--- src/design/tape_pkg.sv ---
`default_nettype none

//////////////////////////////////////////////////////////////////////
// Shared widths and state encodings for the tape path
//////////////////////////////////////////////////////////////////////

package tape_pkg;

	localparam int BYTE_W = 8;  // One tape image byte

	// Download loader FSM
	typedef enum logic {
		LOAD_IDLE  = 1'b0,
		LOAD_WRITE = 1'b1   // Wishbone write in flight
	} loader_state_e;

	// Playback fetcher FSM
	typedef enum logic {
		FETCH_IDLE = 1'b0,
		FETCH_READ = 1'b1   // Wishbone read in flight
	} fetch_state_e;

	// Owner of the tape memory for the current transfer
	typedef enum logic [1:0] {
		GRANT_NONE    = 2'd0,
		GRANT_LOADER  = 2'd1,
		GRANT_FETCHER = 2'd2
	} grant_e;

endpackage

`default_nettype wire

--- src/design/tape_loader.sv ---
`timescale 1ns/1ps
`default_nettype none

module tape_loader #(
	parameter int ADDR_W = 12
) (
	input  logic                        clk_sys,
	input  logic                        reset,

	// Host download side
	input  logic                        dl_active,
	input  logic                        dl_wr,
	input  logic [ADDR_W-1:0]           dl_addr,
	input  logic [tape_pkg::BYTE_W-1:0] dl_data,

	// Wishbone master towards the tape memory
	output logic                        ld_cyc,
	output logic                        ld_stb,
	output logic                        ld_we,
	output logic [ADDR_W-1:0]           ld_adr,
	output logic [tape_pkg::BYTE_W-1:0] ld_dat_w,
	input  logic                        ld_ack,

	// Image status for playback
	output logic [ADDR_W:0]             tape_len,
	output logic                        tape_restart
);

	tape_pkg::loader_state_e state;

	logic            dl_wr_q;
	logic            dl_active_q;
	logic            wr_edge;
	logic [ADDR_W:0] next_len;

	// New byte from the host, only counts while a download runs
	assign wr_edge = dl_active & dl_wr & ~dl_wr_q;

	// Length if the byte now being acked is the highest so far
	assign next_len = {1'b0, ld_adr} + {{ADDR_W{1'b0}}, 1'b1};

	assign ld_cyc = (state == tape_pkg::LOAD_WRITE);
	assign ld_stb = ld_cyc;
	assign ld_we  = ld_cyc;  // Loader only ever writes

	//////////////////////////////////////////////////////////////////////
	// Control state
	//////////////////////////////////////////////////////////////////////

	always_ff @(posedge clk_sys) begin
		if (reset) begin
			state        <= tape_pkg::LOAD_IDLE;
			dl_wr_q      <= 1'b0;
			dl_active_q  <= 1'b0;
			tape_len     <= '0;
			tape_restart <= 1'b0;
		end else begin
			dl_wr_q      <= dl_wr;
			dl_active_q  <= dl_active;
			tape_restart <= dl_active_q & ~dl_active;  // End of download

			case (state)
				tape_pkg::LOAD_IDLE: begin
					if (wr_edge)
						state <= tape_pkg::LOAD_WRITE;
				end
				tape_pkg::LOAD_WRITE: begin
					// Edges seen here are dropped by design
					if (ld_ack)
						state <= tape_pkg::LOAD_IDLE;
				end
				default: state <= tape_pkg::LOAD_IDLE;
			endcase

			// Fresh image starts empty
			if (dl_active & ~dl_active_q)
				tape_len <= '0;
			else if (ld_ack && next_len > tape_len)
				tape_len <= next_len;
		end
	end

	// Captured write payload, held until ack
	always_ff @(posedge clk_sys) begin
		if (state == tape_pkg::LOAD_IDLE && wr_edge) begin
			ld_adr   <= dl_addr;
			ld_dat_w <= dl_data;
		end
	end

endmodule

`default_nettype wire

--- config.mk ---
export PLATFORM = sky130hd
export DESIGN_NAME = tape_loader
export DESIGN_NICKNAME = d
export VERILOG_FILES = /design/src/design/tape_pkg.sv /design/src/design/tape_loader.sv
export SDC_FILE = /design/constraint.sdc
export NUM_CORES = 1
export LEC_CHECK = 0
export BUFFER_PORTS_ARGS = -buffer_cell sky130_fd_sc_hd__buf_2
export CORE_MARGIN = 3
export CORE_UTILIZATION = 44
export DETAILED_ROUTE_END_ITERATION = 8
export GPL_TIMING_DRIVEN = 0
export PLACE_DENSITY_LB_ADDON = 0.2
export RECOVER_POWER = 100
export SYNTH_ARGS = -nofsm -noshare
export SYNTH_HDL_FRONTEND = slang
export SYNTH_SLANG_ARGS = --single-unit
--- constraint.sdc ---
create_clock -name clk_sys -period 2.4 [get_ports clk_sys]
set_input_delay 0 -clock clk_sys [delete_from_list [all_inputs] [get_ports clk_sys]]
set_output_delay 0 -clock clk_sys [all_outputs]
set_load 0.1 [all_outputs]
==> results of run 1 <==
[metrics by stage]
stage / setup TNS, ns / util
after floorplan: -12.04 / -
after global placement: -4.10 / 0.573
after detailed placement: -5.25 / 0.573
after CTS: -3.89 / 0.691
after global routing: -5.70 / 0.696
final: -4.22 / 0.696
[worst min-delay path: cells and delay by family]
| family | cells | cell delay, ns |
|---|---|---|
| AO/OA/AOI/OAI | 1 | 0.19 |
| buffers and inverters | 1 | 0.11 |
| AND/OR/NAND/NOR | 1 | 0.05 |
[power groups by stage]
stage / Sequential [mW] / Clock, mW / Combinational (mW)
after floorplan: 0.889 / 0 / 0.104
after global placement: 0.727 / 0 / 0.328
after detailed placement: 0.728 / 0 / 0.331
after CTS: 0.713 / 0.543 / 0.384
after global routing: 0.719 / 0.577 / 0.408
final: 0.715 / 0.537 / 0.386
[layout make-up]
type / count / area [sq um]
clock buffers: 5 / 68.8
inverters: 13 / 48.8
repair buffers: 94 / 599
multi-input cells: 108 / 828
plain buffers: 5 / 37.5
flip-flops and latches: 37 / 941
fillers: 288 / 1150
clock inverters: 3 / 41.3
well taps: 48 / 60.1
[repair_timing]
action                                 4_1_cts  5_1_grt
pin swaps                                    5        5
resized for setup                            6        7
gates cloned                                 1        0
buffers inserted                             6        2
setup endpoints to repair                   13       13
endpoints found under the hold margin       23        0
hold buffers                                24        0
[sequential cells by signal (all words and copies together), names as in the netlist]
name,flops
dl_active_q,1
tape_restart,1
ld_adr,12
ld_dat_w,8
tape_len,13
ld_cyc,1
dl_wr_q,1
[cell usage after synthesis]
library cell	number
sky130_fd_sc_hd__a31o_2	1
sky130_fd_sc_hd__a221oi_2	1
sky130_fd_sc_hd__nand2b_1	1
sky130_fd_sc_hd__and3_1	2
sky130_fd_sc_hd__buf_6	1
sky130_fd_sc_hd__o21ba_2	1
sky130_fd_sc_hd__a221o_1	1
sky130_fd_sc_hd__edfxtp_1	20
sky130_fd_sc_hd__inv_1	13
sky130_fd_sc_hd__a21o_1	1
sky130_fd_sc_hd__o21bai_1	1
sky130_fd_sc_hd__mux2i_1	13
sky130_fd_sc_hd__a21oi_2	1
sky130_fd_sc_hd__a21oi_1	3
sky130_fd_sc_hd__buf_4	2
sky130_fd_sc_hd__and4_1	1
sky130_fd_sc_hd__o31ai_1	1
sky130_fd_sc_hd__nand3_1	6
sky130_fd_sc_hd__dfxtp_1	17
sky130_fd_sc_hd__nor2_1	3
sky130_fd_sc_hd__xnor2_1	5
sky130_fd_sc_hd__nand4_1	5
sky130_fd_sc_hd__clkbuf_1	2
sky130_fd_sc_hd__ha_1	14
sky130_fd_sc_hd__and2_1	2
sky130_fd_sc_hd__nor2b_1	4
sky130_fd_sc_hd__xor2_1	5
sky130_fd_sc_hd__nand2_1	32
sky130_fd_sc_hd__nor3_1	4
[layer usage]
| layer | up-vias | track usage |
|---|---|---|
| li1 | 765 | - |
| met1 | 698 | 0.203 |
| met2 | 46 | 0.308 |
| met3 | 6 | 0.0696 |
| met4 | 0 | 0.0596 |
| met5 | - | 0 |
[path summary, 6_finish.rpt]
| kind | endpoint | slack (ns) | cells after the start |
|---|---|---|---|
| setup reg to reg | tape_len[5] | -0.35 | 11 |
| hold reg to reg | tape_len[4] | 0.48 | 2 |
| setup / recovery | tape_len[5] | -0.35 | 11 |
| hold / removal | ld_cyc | 0.11 | 3 |
[kinds of logic (layout without fill, tap and decap cells)]
logic type,Yosys count,after routing
adder cells (fa/ha/maj),14,14
multiplexers,13,13
XOR/XNOR,10,10
AO/OA/AOI/OAI,11,11
AND/OR/NAND/NOR,60,60
flip-flops,37,37
buffers and inverters,18,120
==> impl_metrics.toml, run 1 <==
[clocking]
cts_inserted_buffers = 5
worst_setup_hold_path_clk_slew_ns = 0.08
clock_insertion_delay_worst_skew_ns = 0.29
numClockSinks = 37
cts_root_buffer = "sky130_fd_sc_hd__clkbuf_8"
cts_buffer_depth = 2
clock_tree.htree_level_count = 2
tritoncts = "built"

[final_layout]
drive_above_1_share = 0.245
finalInstanceArea_sq_mm = 0.00263
num_antenna_cells = 0
mostFrequentLayoutCells = "sky130_fd_sc_hd__buf_2, sky130_fd_sc_hd__nand2_1, sky130_fd_sc_hd__clkbuf_1, sky130_fd_sc_hd__dlygate4sd3_1, sky130_fd_sc_hd__edfxtp_1"
most_common_library_cell_in_the_layout_ignoring_fill_and_taps = "sky130_fd_sc_hd__buf_2"
fin_nets = 303
finalNonFillerCells = 313
area.growth.synth_to_final_pct = 47.1

[power]
power_report.internal_total_mw = 1.12
power_per_cell_area_mw_per_mm2 = 624
power_frac_comb = 0.236
share_clk_of_total_power = 0.328
netSwitchingPower_mw = 0.519
static-leakage-power_nw = 1.06
p_sw_frac = 0.317
proportion_of_power_drawn_by_flip_flops_and_latches = 0.436
finalPower_mw = 1.64
peakVddDrop_v = 0.000443

[sta]
max_slew.worst_pin.slew_ns = 1.18
report.final.slew_viol_count = 0
final-hold-violation-count = 0
finalWorstSetupSlack_ns = -0.345
worst_clock_skew_ns = 0.00348
timing.fmax_mhz = 364
final_min_period_over_clock_period = 1.14
grt_setup_unrepaired = "true"
worst_hold_slack_ns = 0.110
fin_crit_ns = 2.75
setup_viol = 13
slew_headroom = 0.214

[synthesis]
synth-warning-count = 0
synth.mux.area_fraction = 0.0729
synth_cell_type_count = 29
post_synth_inst_count = 163
synth.yosys.seq_area_share = 0.527
post_synth.cell_area_avg_sq_um = 10.9
mappedNetlistNets = 202
simple_gate_share_of_the_synthesized_area = 0.156
netlist_top_cells_area = "sky130_fd_sc_hd__edfxtp_1, sky130_fd_sc_hd__dfxtp_1, sky130_fd_sc_hd__ha_1"
synth-seq-cells = 37
synth_top_area_share = 0.337
synth_adder_area_share = 0.0982
yosys.area_share.xor_xnor = 0.0491
main_combinational_cell_family_by_area_after_synthesis = "simple AND/OR/NAND/NOR gates"
netlist_area_sq_mm = 0.00178
synth_top_cell_by_area = "sky130_fd_sc_hd__edfxtp_1"
synth_compound_area_frac = 0.0505

[place]
placement.cell_area_sq_mm = 0.00216
post-dp-hpwl_microns = 2700
dp_worst_setup_slack_ns = -0.445
io_buffers = 61
number_of_placed_cells_counting_well_taps = 272
gp_routability_congestion = 0.788

[setup_path]
timing.critical_path.arrival_ns = 2.93
worst_path_dominant_cell_family = "compound AO/OA/AOI/OAI gates"
cpMaxStageDelayCell = "sky130_fd_sc_hd__edfxtp_1"
worst_setup_path_start_kind = "flop"
path_max_fanout = 5
critical_path.cell_chain = "ha_2 > and2_4 > nand4_1 > xnor2_2 > ha_1 > and2_4 > a221o_1 > a221oi_4 > a21oi_4 > clkbuf_16 > mux2i_1"
worst_ep_required_time_ns = 2.58
worstReg2RegStart = "ld_adr[0]"
end_kind = "flop"
critPathMostFrequentCell = "sky130_fd_sc_hd__and2_4"
critPathKind = "flop to flop"
crit_path_max_incr_delay_ns = 0.39
cp-startpoint = "ld_adr[0]"
path_buf_inv = 1

[detailed_routing]
wl_microns = 4210
post-route-drc-count = 0
avgRoutedWirePerCell_microns = 13.4
detail_route.vias_per_cell = 4.84
routedLengthMet1_microns = 1790
first_iter_violations = 91
via_count = 1515
drt_first_pass_iters = 4
detailroute.wirelength.met2_microns = 2070
highest_layer = "met4"
met3_length_microns = 298
antenna_left = 0

[grt]
grt_max_degree = 22
grt_first_pass_wirelength_microns = 6960
groute.usage.overall = 0.179
first_global_vias = 1568
globalRouteOverflowTotal = 0
number_of_antenna_violations_at_the_first_check_in_global_routing = 0

[run_status]
status = "complete, but fails checks"
failing_checks = "negative setup slack"

[die]
top_level_ports = 62
floorplan.initialDensity = 0.473
placeableCoreArea_sq_mm = 0.00377
floorplan.die.width_microns = 69.7
rows = 22
dieArea_sq_mm = 0.00486
die_h_microns = 69.7

[min_path]
hold_class = "input pin to flop"
holdCritStartpoint = "ld_ack"

[flow_run]
max-cap-violations = 0
(Power assumes the default switching activity.)
==> run 2, diff against run 1 <==
Settings changed: ABC_AREA set to 1, BUFFER_PORTS_ARGS -buffer_cell sky130_fd_sc_hd__buf_2 to -buffer_cell sky130_fd_sc_hd__buf_4, CELL_PAD_IN_SITES_DETAIL_PLACEMENT set to 2, CELL_PAD_IN_SITES_GLOBAL_PLACEMENT set to 2, CORE_UTILIZATION 44 to 25.
==> impl_metrics.toml, run 2 <==
[place]
post-dp-hpwl_microns = 3880
io_buffers = 61
gp_routability_congestion = 0.700
dp_worst_setup_slack_ns = -0.336

[detailed_routing]
detail_route.vias_per_cell = 4.36
avgRoutedWirePerCell_microns = 17.0
via_count = 1892
wl_microns = 7400
antenna_left = 0
first_iter_violations = 40
post-route-drc-count = 0
drt_first_pass_iters = 4

[clocking]
clock_insertion_delay_worst_skew_ns = 0.30
worst_setup_hold_path_clk_slew_ns = 0.09
cts_root_buffer = "sky130_fd_sc_hd__clkbuf_8"
numClockSinks = 37
clock_tree.htree_level_count = 2
cts_buffer_depth = 2
tritoncts = "built"
cts_inserted_buffers = 5

[die]
die_h_microns = 92.6
floorplan.die.width_microns = 92.6
placeableCoreArea_sq_mm = 0.00702
rows = 30
dieArea_sq_mm = 0.00858
floorplan.initialDensity = 0.267
top_level_ports = 62

[synthesis]
most_instantiated_cells_after_synthesis = "sky130_fd_sc_hd__nand2_1, sky130_fd_sc_hd__inv_1, sky130_fd_sc_hd__nor2_1"
netlist_top_cells_area = "sky130_fd_sc_hd__edfxtp_1, sky130_fd_sc_hd__dfxtp_1, sky130_fd_sc_hd__nand2_1"
post_synth.cell_area_avg_sq_um = 8.34
mappedNetlistNets = 264
async_flop_share = 0
synth_top_cell_by_area = "sky130_fd_sc_hd__edfxtp_1"
post_synth_inst_count = 225
synth-warning-count = 0
synth_edf_count = 20
synth_top_area_share = 0.320
synth_cell_type_count = 22
synth.yosys.seq_area_share = 0.501
yosys.cell_count.top_type = "sky130_fd_sc_hd__nand2_1"
synth-seq-cells = 37
synthFlopType = "sky130_fd_sc_hd__edfxtp_1"
netlist_area_sq_mm = 0.00188

[power]
static-leakage-power_nw = 1.37
finalPower_mw = 1.78
power_per_cell_area_mw_per_mm2 = 583
peakVddDrop_v = 0.000366

[final_layout]
fin_nets = 376
area.growth.synth_to_final_pct = 62.3
largest_register_ffs = 13
final.fill_count = 805
mostFrequentLayoutCells = "sky130_fd_sc_hd__nand2_1, sky130_fd_sc_hd__inv_1, sky130_fd_sc_hd__buf_4, sky130_fd_sc_hd__clkbuf_1, sky130_fd_sc_hd__nor2_1"
most_common_library_cell_in_the_layout_ignoring_fill_and_taps = "sky130_fd_sc_hd__nand2_1"
top_regs = "tape_len: 13 flops, ld_adr: 12 flops, ld_dat_w: 8 flops"
biggest_register = "tape_len"
num_antenna_cells = 0
drive_above_1_share = 0.340

[sta]
fin_crit_ns = 2.64
final-hold-violation-count = 0
worst_clock_skew_ns = 0.00665
finalWorstSetupSlack_ns = -0.237
slew_headroom = 0.125
report.final.slew_viol_count = 0
setup_viol = 13
grt_setup_unrepaired = "true"
final_min_period_over_clock_period = 1.10
timing.fmax_mhz = 379
max_slew.worst_pin.slew_ns = 1.30

[setup_path]
crit-reg2reg-capture = "tape_len[5]"
worst_ep_required_time_ns = 2.60
end_kind = "flop"
path_max_fanout = 7
critPathCapture = "tape_len[5]"
timing.reg2reg.setup_slack_ns = -0.24
critPathKind = "flop to flop"
ff2ff_path_depth = 19
timing.critical_path.arrival_ns = 2.83
cp-startpoint = "ld_adr[0]"
worstReg2RegStart = "ld_adr[0]"
worst_setup_path_start_kind = "flop"

[grt]
globalRouteOverflowTotal = 0
grt_first_pass_wirelength_microns = 11100
grt_max_degree = 22
number_of_antenna_violations_at_the_first_check_in_global_routing = 0
first_global_vias = 2153
groute.usage.overall = 0.170

[min_path]
timing.hold.worst_path_depth = 4
hold_class = "input pin to flop"

[run_status]
failing_checks = "negative setup slack"
status = "complete, but fails checks"

[flow_run]
max-cap-violations = 0
-- run 2: changes by cell type after synthesis, moves of 5 or more --
cell / previous run / this run
sky130_fd_sc_hd__a21oi_1: 3 / 9
sky130_fd_sc_hd__inv_1: 13 / 41
sky130_fd_sc_hd__mux2i_1: 13 / 0
sky130_fd_sc_hd__nand2_1: 32 / 59
sky130_fd_sc_hd__nor2_1: 3 / 35
sky130_fd_sc_hd__xnor2_1: 5 / 0
-- run 2: logic make-up after synthesis --
family                     count (synthesis)  synth area share
and+or+nand+nor                          114             0.257
buffers and inverters                     46             0.103
DFF                                       37             0.501
adders and majority gates                 14            0.0933
AOI/OAI and AO/OA                         10            0.0267
xor gates and xnor gates                   4            0.0187
-- run 2: timing repair --
action | 4_1_cts | 5_1_grt
setup endpoints to repair | 13 | 13
hold buffers | 24 | 0
pin swaps | 10 | 14
setup buffers | 12 | 7
gates cloned | 1 | 0
endpoints found under the hold margin | 24 | 0
gates resized for setup | 32 | 19
-- run 2: area by class of cell --
cell class,instances,area (sq um),area share
buffer,5,50.0,0.0164
clock buffer,6,72.6,0.0238
clock inverter,2,15.0,0.00493
inverter,41,154,0.0505
multi-input combinational,142,931,0.306
sequential,37,941,0.309
tap,96,120,0.0394
timing repair buffer,105,763,0.251
-- run 2: layer usage --
metal | global-route usage | share of wire
met5 | 0 | 0
met3 | 0.0431 | 0.045
met2 | 0.334 | 0.57
met1 | 0.176 | 0.38
met4 | 0.0488 | 0.011
-- run 2: power breakdown --
group | switching [mW] | leakage (nW) | total, mW | internal [mW]
registers | 0.0206 | 0.324 | 0.722 | 0.701
logic | 0.405 | 1.01 | 0.584 | 0.179
clock network | 0.265 | 0.0374 | 0.470 | 0.205
-- run 2: critical path, stage by stage (launching register included) --
cell                       delay (ns)
sky130_fd_sc_hd__edfxtp_1        0.46
sky130_fd_sc_hd__ha_2            0.23
sky130_fd_sc_hd__nand2_2         0.06
sky130_fd_sc_hd__inv_2           0.05
sky130_fd_sc_hd__nand2_2         0.08
sky130_fd_sc_hd__nor2_4          0.06
sky130_fd_sc_hd__buf_4           0.14
sky130_fd_sc_hd__nor2_2          0.18
sky130_fd_sc_hd__ha_1            0.28
sky130_fd_sc_hd__nand2_1         0.07
sky130_fd_sc_hd__nand2_1         0.07
sky130_fd_sc_hd__nand2_1         0.07
sky130_fd_sc_hd__nand2_1         0.08
sky130_fd_sc_hd__a21oi_2         0.15
sky130_fd_sc_hd__nand2_2         0.09
sky130_fd_sc_hd__nand2_4         0.15
sky130_fd_sc_hd__buf_8           0.14
sky130_fd_sc_hd__nand2_2         0.05
sky130_fd_sc_hd__nand2_1         0.06
sky130_fd_sc_hd__nor2_1          0.05
-- run 2: how the worst min path moves through the flow --
stage / start / endpoint / slack, ns
final: ld_ack / ld_cyc / 0.10
after CTS: ld_ack / ld_cyc / 0.13
after floorplan: reset / dl_active_q / 0.07
after global placement: dl_data[4] / ld_dat_w[4] / 0.18
after detailed placement: dl_addr[10] / ld_adr[10] / 0.18
after global routing: ld_ack / ld_cyc / 0.14
-- run 2: per-stage QoR --
stage,hold slack [ns],cell area [sq um],TNS [ns],util,instances
3_3_place_gp,0.178,2470,-3.33,0.352,382
4_1_cts,0.126,3050,-0.708,0.435,427
5_1_grt,0.140,3050,-5.11,0.434,434
2_1_floorplan,0.0724,1900,-8.75,-,225
6_report,0.101,3050,-2.67,0.434,434
3_5_place_dp,0.179,2470,-3.91,0.352,382
