`src/design/tape_pkg.sv`:
```
`default_nettype none

//////////////////////////////////////////////////////////////////////
// Shared widths and state encodings for the tape path
//////////////////////////////////////////////////////////////////////

package tape_pkg;

	localparam int BYTE_W = 8;  // One tape image byte

	// Download loader FSM
	typedef enum logic {
		LOAD_IDLE  = 1'b0,
		LOAD_WRITE = 1'b1   // Wishbone write in flight
	} loader_state_e;

	// Playback fetcher FSM
	typedef enum logic {
		FETCH_IDLE = 1'b0,
		FETCH_READ = 1'b1   // Wishbone read in flight
	} fetch_state_e;

	// Owner of the tape memory for the current transfer
	typedef enum logic [1:0] {
		GRANT_NONE    = 2'd0,
		GRANT_LOADER  = 2'd1,
		GRANT_FETCHER = 2'd2
	} grant_e;

endpackage

`default_nettype wire

```
`src/design/tape_fetcher.sv`:
```
`timescale 1ns/1ps
`default_nettype none

module tape_fetcher #(
	parameter int ADDR_W = 12
) (
	input  logic                        clk_sys,
	input  logic                        reset,

	// Player toggle handshake
	input  logic                        tape_req,
	output logic                        tape_ack,
	output logic [tape_pkg::BYTE_W-1:0] tape_data,

	// Image status from the loader
	input  logic [ADDR_W:0]             tape_len,
	input  logic                        tape_restart,

	// Wishbone master, read only
	output logic                        fe_cyc,
	output logic                        fe_stb,
	output logic [ADDR_W-1:0]           fe_adr,
	input  logic [tape_pkg::BYTE_W-1:0] fe_dat_r,
	input  logic                        fe_ack
);

	tape_pkg::fetch_state_e state;

	logic [ADDR_W:0] play_addr;   // Next byte to hand out
	logic            pending;
	logic            have_byte;
	logic            stale;       // Restart hit a read in flight

	assign pending   = tape_req ^ tape_ack;
	assign have_byte = play_addr < tape_len;

	assign fe_cyc = (state == tape_pkg::FETCH_READ);
	assign fe_stb = fe_cyc;

	//////////////////////////////////////////////////////////////////////
	// Fetch FSM
	//////////////////////////////////////////////////////////////////////

	always_ff @(posedge clk_sys) begin
		if (reset) begin
			state     <= tape_pkg::FETCH_IDLE;
			play_addr <= '0;
			tape_ack  <= 1'b0;
			stale     <= 1'b0;
		end else begin
			case (state)
				tape_pkg::FETCH_IDLE: begin
					if (pending && have_byte && !tape_restart) begin
						state <= tape_pkg::FETCH_READ;
						stale <= 1'b0;
					end
				end
				tape_pkg::FETCH_READ: begin
					if (tape_restart)
						stale <= 1'b1;
					if (fe_ack) begin
						state <= tape_pkg::FETCH_IDLE;
						// A stale byte is thrown away; request stays pending
						if (!stale && !tape_restart) begin
							tape_ack  <= ~tape_ack;  // Answer the player
							play_addr <= play_addr + 1'b1;
						end
					end
				end
				default: state <= tape_pkg::FETCH_IDLE;
			endcase

			// New image, rewind
			if (tape_restart)
				play_addr <= '0;
		end
	end

	// Read address held for the whole transfer
	always_ff @(posedge clk_sys) begin
		if (state == tape_pkg::FETCH_IDLE)
			fe_adr <= play_addr[ADDR_W-1:0];
	end

	// Byte to the player, stays until the next answer
	always_ff @(posedge clk_sys) begin
		if (state == tape_pkg::FETCH_READ && fe_ack && !stale && !tape_restart)
			tape_data <= fe_dat_r;
	end

endmodule

`default_nettype wire

```
`config.mk`:
```
export PLATFORM = sky130hd
export DESIGN_NAME = tape_fetcher
export DESIGN_NICKNAME = d
export VERILOG_FILES = /design/src/design/tape_pkg.sv /design/src/design/tape_fetcher.sv
export SDC_FILE = /design/constraint.sdc
export NUM_CORES = 1
export LEC_CHECK = 0
export BUFFER_PORTS_ARGS = -buffer_cell sky130_fd_sc_hd__buf_2
export CAP_MARGIN = 20
export CORE_ASPECT_RATIO = 1.2
export CORE_MARGIN = 3
export CORE_UTILIZATION = 54
export CTS_CLUSTER_DIAMETER = 60
export DETAILED_ROUTE_END_ITERATION = 10
export PLACE_DENSITY = 0.92
export SKIP_LAST_GASP = 1
export SYNTH_ARGS = -nofsm -noshare
export SYNTH_HDL_FRONTEND = slang
export SYNTH_SLANG_ARGS = --single-unit
```
`constraint.sdc`:
```
create_clock -name clk_sys -period 5 [get_ports clk_sys]
set_input_delay 0.5 -clock clk_sys [delete_from_list [all_inputs] [get_ports clk_sys]]
set_output_delay 0.5 -clock clk_sys [all_outputs]
set_load 0.05 [all_outputs]
```
==> results.toml, run 1 <==
[finish]
final_area_sq_um = 2010
area_growth_pct = 20.3
antenna_cells = 0
fillers = 215
drive_above_1_share_pct = 29.9
final_nets = 235

[grt]
grt_max_degree = 20
grt_usage_pct = 19.7
overflow = 0
grt_pass1_vias = 1318
grt_antenna_before_repair = 0
grt_pass1_wl_microns = 5720

[worst_setup_path]
crit_slowest_cell = "dfxtp_1"
critPathMaxFanout = 9
path_delay_family = "compound AO/OA/AOI/OAI gates"
path_cells = "ha_1, and3_1, a221oi_1, o2111ai_1, o41ai_1"
cpPeakStageDelay_ns = 0.49
crit_start = "play_addr[8]$_SDFFE_PP0P_"
required_ns = 5.26
reg2reg_depth = 5
endpoint_kind = "flop"
critical_path_class = "reg2reg"
cp.buffers_inverters = 0
arrival_ns = 2.13
path_depth = 5
cp-start-kind = "flop"
rr_startpoint = "play_addr[8]$_SDFFE_PP0P_"

[timing]
finalMaxSlewViolations = 0
worstMarginPinSlew_ns = 0.534
rsz0062_at_grt = "false"
tns_ns = 0
maxSlewHeadroom_pct = 64.4
fin_skew_ns = 0.0147
setup_violations = 0
min_period_over_period_pct = 37.4
hold_viol_final = 0
fmax_mhz = 534
fin_crit_ns = 1.87

[synthesis]
synthesis.area_sq_um = 1670
avgSynthCellArea_sq_um = 11.5
synth_nets = 184
ys_seq_area_share_pct = 55.1
synthFlopType = "edfxtp_1"
ys_ff_latch = 36
async_flop_share_pct = 0
yosysWarnings = 0
syn-instance-count = 145
ys_types = 37
synth_edf_count = 20

[routing]
drc = 0
detail-route-antenna-nets = 0
wl_per_cell_microns = 14.9
totalWireLength_microns = 3430
firstDrtPassIters = 4
via_per_inst = 5.67
vias = 1309
drt_iter0_markers = 32

[run_status]
status = "finished, final reports clean"

[power_and_ir_drop]
internal-power_uw = 443
power.switching_uw = 151
clock_power_share_pct = 34.4
power_frac_comb_pct = 11.2
ir_drop_mv = 0.243
total_leakage_power_nw = 0.939
netSwitchingFraction_pct = 25.4
pwr-share-seq_pct = 54.4
power.density_nw_per_um2 = 296

[worst_hold_path]
hp-class = "in2reg"
whs_path_depth = 1
hp-start = "fe_dat_r[7]"

[floorplan]
start_util_pct = 58.3
die_width_microns = 56.8
io-pin-count = 49
num_rows = 21
die-area_sq_um = 3800
die_h_microns = 66.9
core_sq_um = 2860

[place]
portBuffers = 48
placed_area_sq_um = 1930
dp_hpwl_microns = 2600
gp_congestion = 0.796

[job]
drv_cap = 0

[clock_tree]
cts.sinks = 36
cts_tree = "yes"
cts_hold_buffers = 0
cts_resized = 0
clkTransAtPathRegs_ns = 0.12
post_cts_buffers = 0
htreeDepth = 2
clock_latency_ns = 0.35
cts-root-buf = "clkbuf_4"
numCtsBuffers = 5
cts_max_path_buffers = 2
==> sequential cells by signal, indices dropped and copies added (netlist names) <==
signal	flops
play_addr	13
fe_adr	12
tape_data	8
fe_cyc	1
stale	1
tape_ack	1
==> Yosys cell counts, types with 2 or more instances <==
master | instances | area, sq um
nor2_1 | 15 | 56.3
xor2_1 | 6 | 52.6
ha_1 | 13 | 163
and2_1 | 3 | 18.8
nand4_1 | 5 | 31.3
xnor2_1 | 3 | 26.3
o31ai_1 | 3 | 22.5
o21ai_0 | 3 | 15.0
nand3_1 | 2 | 10.0
buf_4 | 2 | 15.0
edfxtp_1 | 20 | 601
o21a_1 | 4 | 30.0
or4_1 | 3 | 22.5
a21o_1 | 2 | 15.0
a21oi_1 | 3 | 15.0
inv_1 | 13 | 48.8
dfxtp_1 | 16 | 320
and3_1 | 5 | 31.3
nand2_1 | 6 | 22.5
==> power groups by stage <==
stage	sequential, mW	combinational, mW	clock (mW)
after floorplan	0.357	0.0178	0
after global placement	0.329	0.0646	0
after detailed placement	0.330	0.0666	0
after CTS	0.323	0.0670	0.206
after global routing	0.324	0.0711	0.216
final	0.323	0.0667	0.204
==> layer usage <==
layer | up-vias | part of all wire (%) | track usage [%] | wire, microns
met5 | - | 0 | 0 | 0
met4 | 0 | 2.7 | 11.3 | 91
met3 | 11 | 9.7 | 5.62 | 332
met2 | 71 | 47 | 34.1 | 1630
met1 | 599 | 40 | 21.5 | 1380
li1 | 628 | - | - | -
==> placed cells by master, fill, tap and decap left out, drive strengths merged, types with 2 or more instances in the layout <==
cell     n
clkbuf   5
nor2    15
dfxtp   16
inv     13
xnor2    3
o31ai    3
a21oi    3
ha      13
and2     3
nand3    3
o21a     4
nand4    5
nand2    6
or4      3
xor2     6
edfxtp  20
buf     48
and3     5
o21ai    3
a21o     2
==> final timing paths <==
check / end / slack (ns)
min reg2reg: play_addr[12]$_SDFFE_PP0P_ / 0.53
min: tape_data[7]$_DFFE_PP_ / 0.33
max reg2reg: fe_cyc$_SDFF_PP0_ / 3.13
max: fe_cyc$_SDFF_PP0_ / 3.13
==> area by class of cell <==
type / instances / area (sq um) / share of cell area, %
flip-flops and latches: 36 / 921 / 45.8
multi-input cells: 92 / 677 / 33.7
repair buffers: 48 / 240 / 12.0
inverters: 13 / 48.8 / 2.43
clock inverters: 3 / 42.5 / 2.12
well taps: 34 / 42.5 / 2.12
clock buffers: 5 / 37.5 / 1.87
==> stage by stage <==
| step | power (mW) | worst slack [ns] | hold WS [ns] | cells | util [%] |
|---|---|---|---|---|---|
| detailed placement | 0.396 | 2.91 | 0.509 | 223 | 67.4 |
| finish | 0.594 | 3.13 | 0.333 | 231 | 70.2 |
| global placement | 0.394 | 3.01 | 0.475 | 223 | 67.4 |
| CTS | 0.596 | 3.14 | 0.322 | 231 | 70.2 |
| floorplan | 0.375 | 3.14 | 0.429 | 145 | - |
| global route | 0.611 | 3.00 | 0.325 | 231 | 70.2 |
==> kinds of logic (layout without fill, tap and decap cells) <==
group,after synthesis,after routing,synth area share [%]
xor+xnor,9,9,4.72
fa+ha+maj,13,13,9.74
simple gates,47,47,16.1
flops,36,36,55.1
compound gates,22,22,9.36
mux,1,1,0.599
buf+inv,17,69,4.34
Note: power is estimated with default switching activity, not from simulation.
==> run 2, diff against run 1 <==
--- a/config.mk
+++ b/config.mk
@@ -9,10 +9,10 @@
 export CAP_MARGIN = 20
 export CORE_ASPECT_RATIO = 1.2
 export CORE_MARGIN = 3
-export CORE_UTILIZATION = 54
+export CORE_UTILIZATION = 51
 export CTS_CLUSTER_DIAMETER = 60
 export DETAILED_ROUTE_END_ITERATION = 10
-export PLACE_DENSITY = 0.92
+export PLACE_DENSITY = 0.88
 export SKIP_LAST_GASP = 1
 export SYNTH_ARGS = -nofsm -noshare
 export SYNTH_HDL_FRONTEND = slang
==> constraint.sdc (replaced) <==
create_clock -name clk_sys -period 1.9 [get_ports clk_sys]
set_input_delay 0.19 -clock clk_sys [delete_from_list [all_inputs] [get_ports clk_sys]]
set_output_delay 0.19 -clock clk_sys [all_outputs]
set_load 0.05 [all_outputs]
==> results.toml, run 2 (synthesis results as in run 1) <==
[floorplan]
die_width_microns = 58.2
start_util_pct = 53.7
core_sq_um = 3110
num_rows = 22
io-pin-count = 49
die_h_microns = 68.7
die-area_sq_um = 4000

[routing]
drt_iter0_markers = 29
drc = 0
detail-route-antenna-nets = 0
vias = 1289
wl_per_cell_microns = 13.8
via_per_inst = 5.44
totalWireLength_microns = 3260
firstDrtPassIters = 4

[worst_setup_path]
cpPeakStageDelay_ns = 0.41
arrival_ns = 1.98
r2r_setup_slack_ns = 0.16
rr_startpoint = "play_addr[7]$_SDFFE_PP0P_"
cp-start-kind = "flop"
crit_start = "play_addr[7]$_SDFFE_PP0P_"
critPathMaxFanout = 5
crit_slowest_cell = "dfxtp_1"
path_delay_family = "compound AO/OA/AOI/OAI gates"
critical_path_class = "reg2reg"
required_ns = 2.14
endpoint_kind = "flop"
path_cells = "ha_1, a21o_1, a221oi_1, o2111ai_1, o31a_1"
cp.buffers_inverters = 0
reg2reg_depth = 5
path_depth = 5

[clock_tree]
cts_resized = 0
post_cts_buffers = 0
cts_max_path_buffers = 2
numCtsBuffers = 5
cts_hold_buffers = 0
cts.sinks = 36
clock_latency_ns = 0.34
htreeDepth = 2
cts_tree = "yes"
cts-root-buf = "clkbuf_4"
clkTransAtPathRegs_ns = 0.11

[grt]
grt_antenna_before_repair = 0
grt_usage_pct = 18.1
grt_pass1_wl_microns = 5390
overflow = 0
grt_pass1_vias = 1264
grt_max_degree = 14

[timing]
finalMaxSlewViolations = 0
setup_violations = 0
whs_ns = 0.0202
worstMarginPinSlew_ns = 0.505
min_period_over_period_pct = 91.6
fin_skew_ns = 0.00731
fin_crit_ns = 1.74
tns_ns = 0
hold_viol_final = 0
rsz0062_at_grt = "false"
maxSlewHeadroom_pct = 66.3
fin_ws_ns = 0.159
fmax_mhz = 574

[finish]
reg_top3 = "play_addr: 13 flops, fe_adr: 12 flops, tape_data: 8 flops"
final_nets = 239
ff_latch_area_sq_um = 921
layout_common_cells = "buf_2, edfxtp_1, dfxtp_1"
drive_above_1_share_pct = 31.3
regMostFlops = "play_addr"
layout_commonest_cell = "buf_2"
antenna_cells = 0
fin_cells = 237
area_growth_pct = 22.2
largest_reg_flops = 13
final_area_sq_um = 2040
multi_input_area_sq_um = 677
fin_util_pct = 65.6
fillers = 247

[job]
drv_cap = 0

[worst_hold_path]
whs_path_depth = 1
hp-start = "fe_dat_r[4]"
hp-class = "in2reg"

[place]
dp_hpwl_microns = 2550
place_inst = 229
dpl_worst_slack_ns = 0.157
gp_congestion = 0.746
portBuffers = 48
placed_area_sq_um = 1960

[power_and_ir_drop]
power.density_nw_per_um2 = 760
total_leakage_power_nw = 0.960
ir_drop_mv = 0.740
totalPowerFinal_mw = 1.55

[run_status]
status = "finished, final reports clean"
==> run 2: changes by cell type in the layout (fill, tap and decap cells not counted) <==
| cell | change |
|---|---|
| buf_4 | +4 |
==> run 2: layout make-up <==
type | count | share of cell area (%)
clock inverters | 3 | 2.08
multi-input cells | 92 | 33.1
flip-flops and latches | 36 | 45.1
inverters | 13 | 2.39
well taps | 36 | 2.21
repair buffers | 52 | 13.2
clock buffers | 5 | 1.84
==> run 2: power by group <==
part,internal [mW],switching (mW)
clock network,0.274,0.254
logic,0.0500,0.124
registers,0.842,0.00813
==> run 2: path summary, 6_finish.rpt <==
check / end
max: stale$_SDFFE_PP0P_
min: tape_data[4]$_DFFE_PP_
max reg2reg: stale$_SDFFE_PP0P_
min reg2reg: play_addr[12]$_SDFFE_PP0P_
==> run 2: worst register-to-register path: cells and delay by family, from the launching register on <==
family	cells	cell delay [ns]
fa+ha+maj	1	0.26
compound gates	4	0.97
flops	1	0.41
==> run 2: per-layer routing <==
metal	up-vias	global-route usage [%]	share of wire, %
li1	635	-	-
met1	596	19.6	41
met2	53	31.8	48
met3	5	5.77	8.8
met4	0	8.99	1.7
met5	-	0	0
==> run 3, diff against run 2 <==
--- a/config.mk
+++ b/config.mk
@@ -13,6 +13,8 @@
 export CTS_CLUSTER_DIAMETER = 60
 export DETAILED_ROUTE_END_ITERATION = 10
 export PLACE_DENSITY = 0.88
+export RECOVER_POWER = 50
+export REMOVE_ABC_BUFFERS = 1
 export SKIP_LAST_GASP = 1
 export SYNTH_ARGS = -nofsm -noshare
 export SYNTH_HDL_FRONTEND = slang
==> results.toml, run 3 (synthesis results as in run 1) <==
[finish]
largest_reg_flops = 13
area_growth_pct = 24.2
reg_top3 = "play_addr: 13 flops, fe_adr: 12 flops, tape_data: 8 flops"
layout_common_cells = "buf_2, clkbuf_1, edfxtp_1"
final_area_sq_um = 2070
fin_cells = 243
multi_input_area_sq_um = 677
fin_util_pct = 66.7
antenna_cells = 0
drive_above_1_share_pct = 20.3
regMostFlops = "play_addr"
final_nets = 245
ff_latch_area_sq_um = 922
layout_commonest_cell = "buf_2"
fillers = 259

[timing]
worstMarginPinSlew_ns = 0.611
setup_violations = 0
rsz0062_at_grt = "false"
hold_viol_final = 0
tns_ns = 0
finalMaxSlewViolations = 0
fin_crit_ns = 1.75
whs_ns = 0.0214
min_period_over_period_pct = 92.1
fin_ws_ns = 0.150
fin_skew_ns = 0.00367
maxSlewHeadroom_pct = 59.4
fmax_mhz = 571

[place]
place_inst = 228
gp_congestion = 0.813
portBuffers = 48
dp_hpwl_microns = 2390
dpl_worst_slack_ns = 0.127
placed_area_sq_um = 1950

[clock_tree]
cts-root-buf = "clkbuf_4"
htreeDepth = 2
post_cts_buffers = 0
clkTransAtPathRegs_ns = 0.11
cts.sinks = 36
cts_max_path_buffers = 2
numCtsBuffers = 5
cts_tree = "yes"
clock_latency_ns = 0.34

[worst_hold_path]
hp-class = "in2reg"
whs_path_depth = 1
min_to = "tape_data[1]$_DFFE_PP_"
hp-start = "fe_dat_r[1]"

[power_and_ir_drop]
internal-power_mw = 1.17
ir_drop_mv = 0.553
power.density_nw_per_um2 = 755
clock_power_share_pct = 34.3
power.switching_uw = 396
totalPowerFinal_mw = 1.57
pwr-share-seq_pct = 54.3
netSwitchingFraction_pct = 25.3
power_frac_comb_pct = 11.5
total_leakage_power_nw = 0.910

[routing]
firstDrtPassIters = 5
drc = 0
vias = 1303
totalWireLength_microns = 3320
wl_per_cell_microns = 13.7
detail-route-antenna-nets = 0
drt_iter0_markers = 53
via_per_inst = 5.36

[worst_setup_path]
cpPeakStageDelay_ns = 0.36
critPathMaxFanout = 5
endpoint_kind = "flop"
rr_endpoint = "fe_cyc$_SDFF_PP0_"
reg2reg_depth = 5
path_delay_family = "compound AO/OA/AOI/OAI gates"
path_cells = "ha_1, a21o_1, a221oi_1, o2111ai_1, o41ai_1"
required_ns = 2.14
arrival_ns = 1.99
r2r_setup_slack_ns = 0.15
cp.buffers_inverters = 0
cp-start-kind = "flop"
crit_slowest_cell = "dfxtp_2"
critical_path_class = "reg2reg"
rr_startpoint = "play_addr[7]$_SDFFE_PP0P_"

[grt]
grt_antenna_before_repair = 0
grt_pass1_vias = 1165
grt_usage_pct = 17.1
grt_pass1_wl_microns = 5040
overflow = 0
grt_max_degree = 14

[floorplan]
die_h_microns = 68.7
die-area_sq_um = 4000
num_rows = 22
io-pin-count = 49
die_width_microns = 58.2
core_sq_um = 3110
start_util_pct = 53.7

[job]
drv_cap = 0

[run_status]
status = "finished, final reports clean"
==> run 3: cell types whose count changed in the layout (fill, tap and decap cells not counted) <==
cell           previous run  this run
clkbuf_1                  0        21
buf_2                    48        29
dlygate4sd3_1             0         7
buf_4                     4         1
dfxtp_1                  16        15
dfxtp_2                   0         1
==> run 3: repair_timing <==
| action | in CTS | in global routing |
|---|---|---|
| gates resized for setup | 0 | 1 |
| hold endpoints to repair | 0 | 7 |
| endpoints found under the setup margin | 0 | 1 |
| hold buffers | 0 | 7 |
==> run 3: cell type report <==
| cell class | instances | area share (%) |
|---|---|---|
| Clock buffer | 5 | 1.81 |
| Clock inverter | 3 | 2.05 |
| Inverter | 13 | 2.35 |
| Multi-Input combinational cell | 92 | 32.6 |
| Sequential cell | 36 | 44.5 |
| Tap cell | 36 | 2.17 |
| Timing Repair Buffer | 58 | 14.5 |
==> run 3: how the worst max path moves through the flow <==
stage / to / slack, ns / cells past startpoint / from
floorplan: play_addr[11]$_SDFFE_PP0P_ / -0.44 / 4 / fe_cyc$_SDFF_PP0_
global placement: stale$_SDFFE_PP0P_ / 0.20 / 5 / play_addr[7]$_SDFFE_PP0P_
detailed placement: fe_cyc$_SDFF_PP0_ / 0.13 / 5 / play_addr[7]$_SDFFE_PP0P_
CTS: fe_cyc$_SDFF_PP0_ / 0.08 / 5 / play_addr[7]$_SDFFE_PP0P_
global route: fe_cyc$_SDFF_PP0_ / 0.05 / 5 / play_addr[7]$_SDFFE_PP0P_
finish: fe_cyc$_SDFF_PP0_ / 0.15 / 5 / play_addr[7]$_SDFFE_PP0P_
==> run 3: worst register-to-register path, delay by kind of cell (launching register included) <==
kind | cells | cell delay, ns
AOI/OAI and AO/OA | 4 | 1.02
DFF | 1 | 0.36
adders and majority gates | 1 | 0.28
==> run 3: power groups by stage <==
stage / combinational, mW / sequential, mW / clock [mW]
after floorplan: 0.0384 / 0.945 / 0
after global placement: 0.171 / 0.866 / 0
after detailed placement: 0.174 / 0.867 / 0
after CTS: 0.175 / 0.849 / 0.545
after global routing: 0.194 / 0.852 / 0.575
final: 0.180 / 0.850 / 0.536
==> run 3: layer usage <==
metal	global-route usage, %	share of wire [%]	up-vias
met5	0	0	-
met4	7.83	1.5	0
met3	6.70	9.4	6
met2	29.5	46	56
met1	18.5	43	591
li1	-	-	650
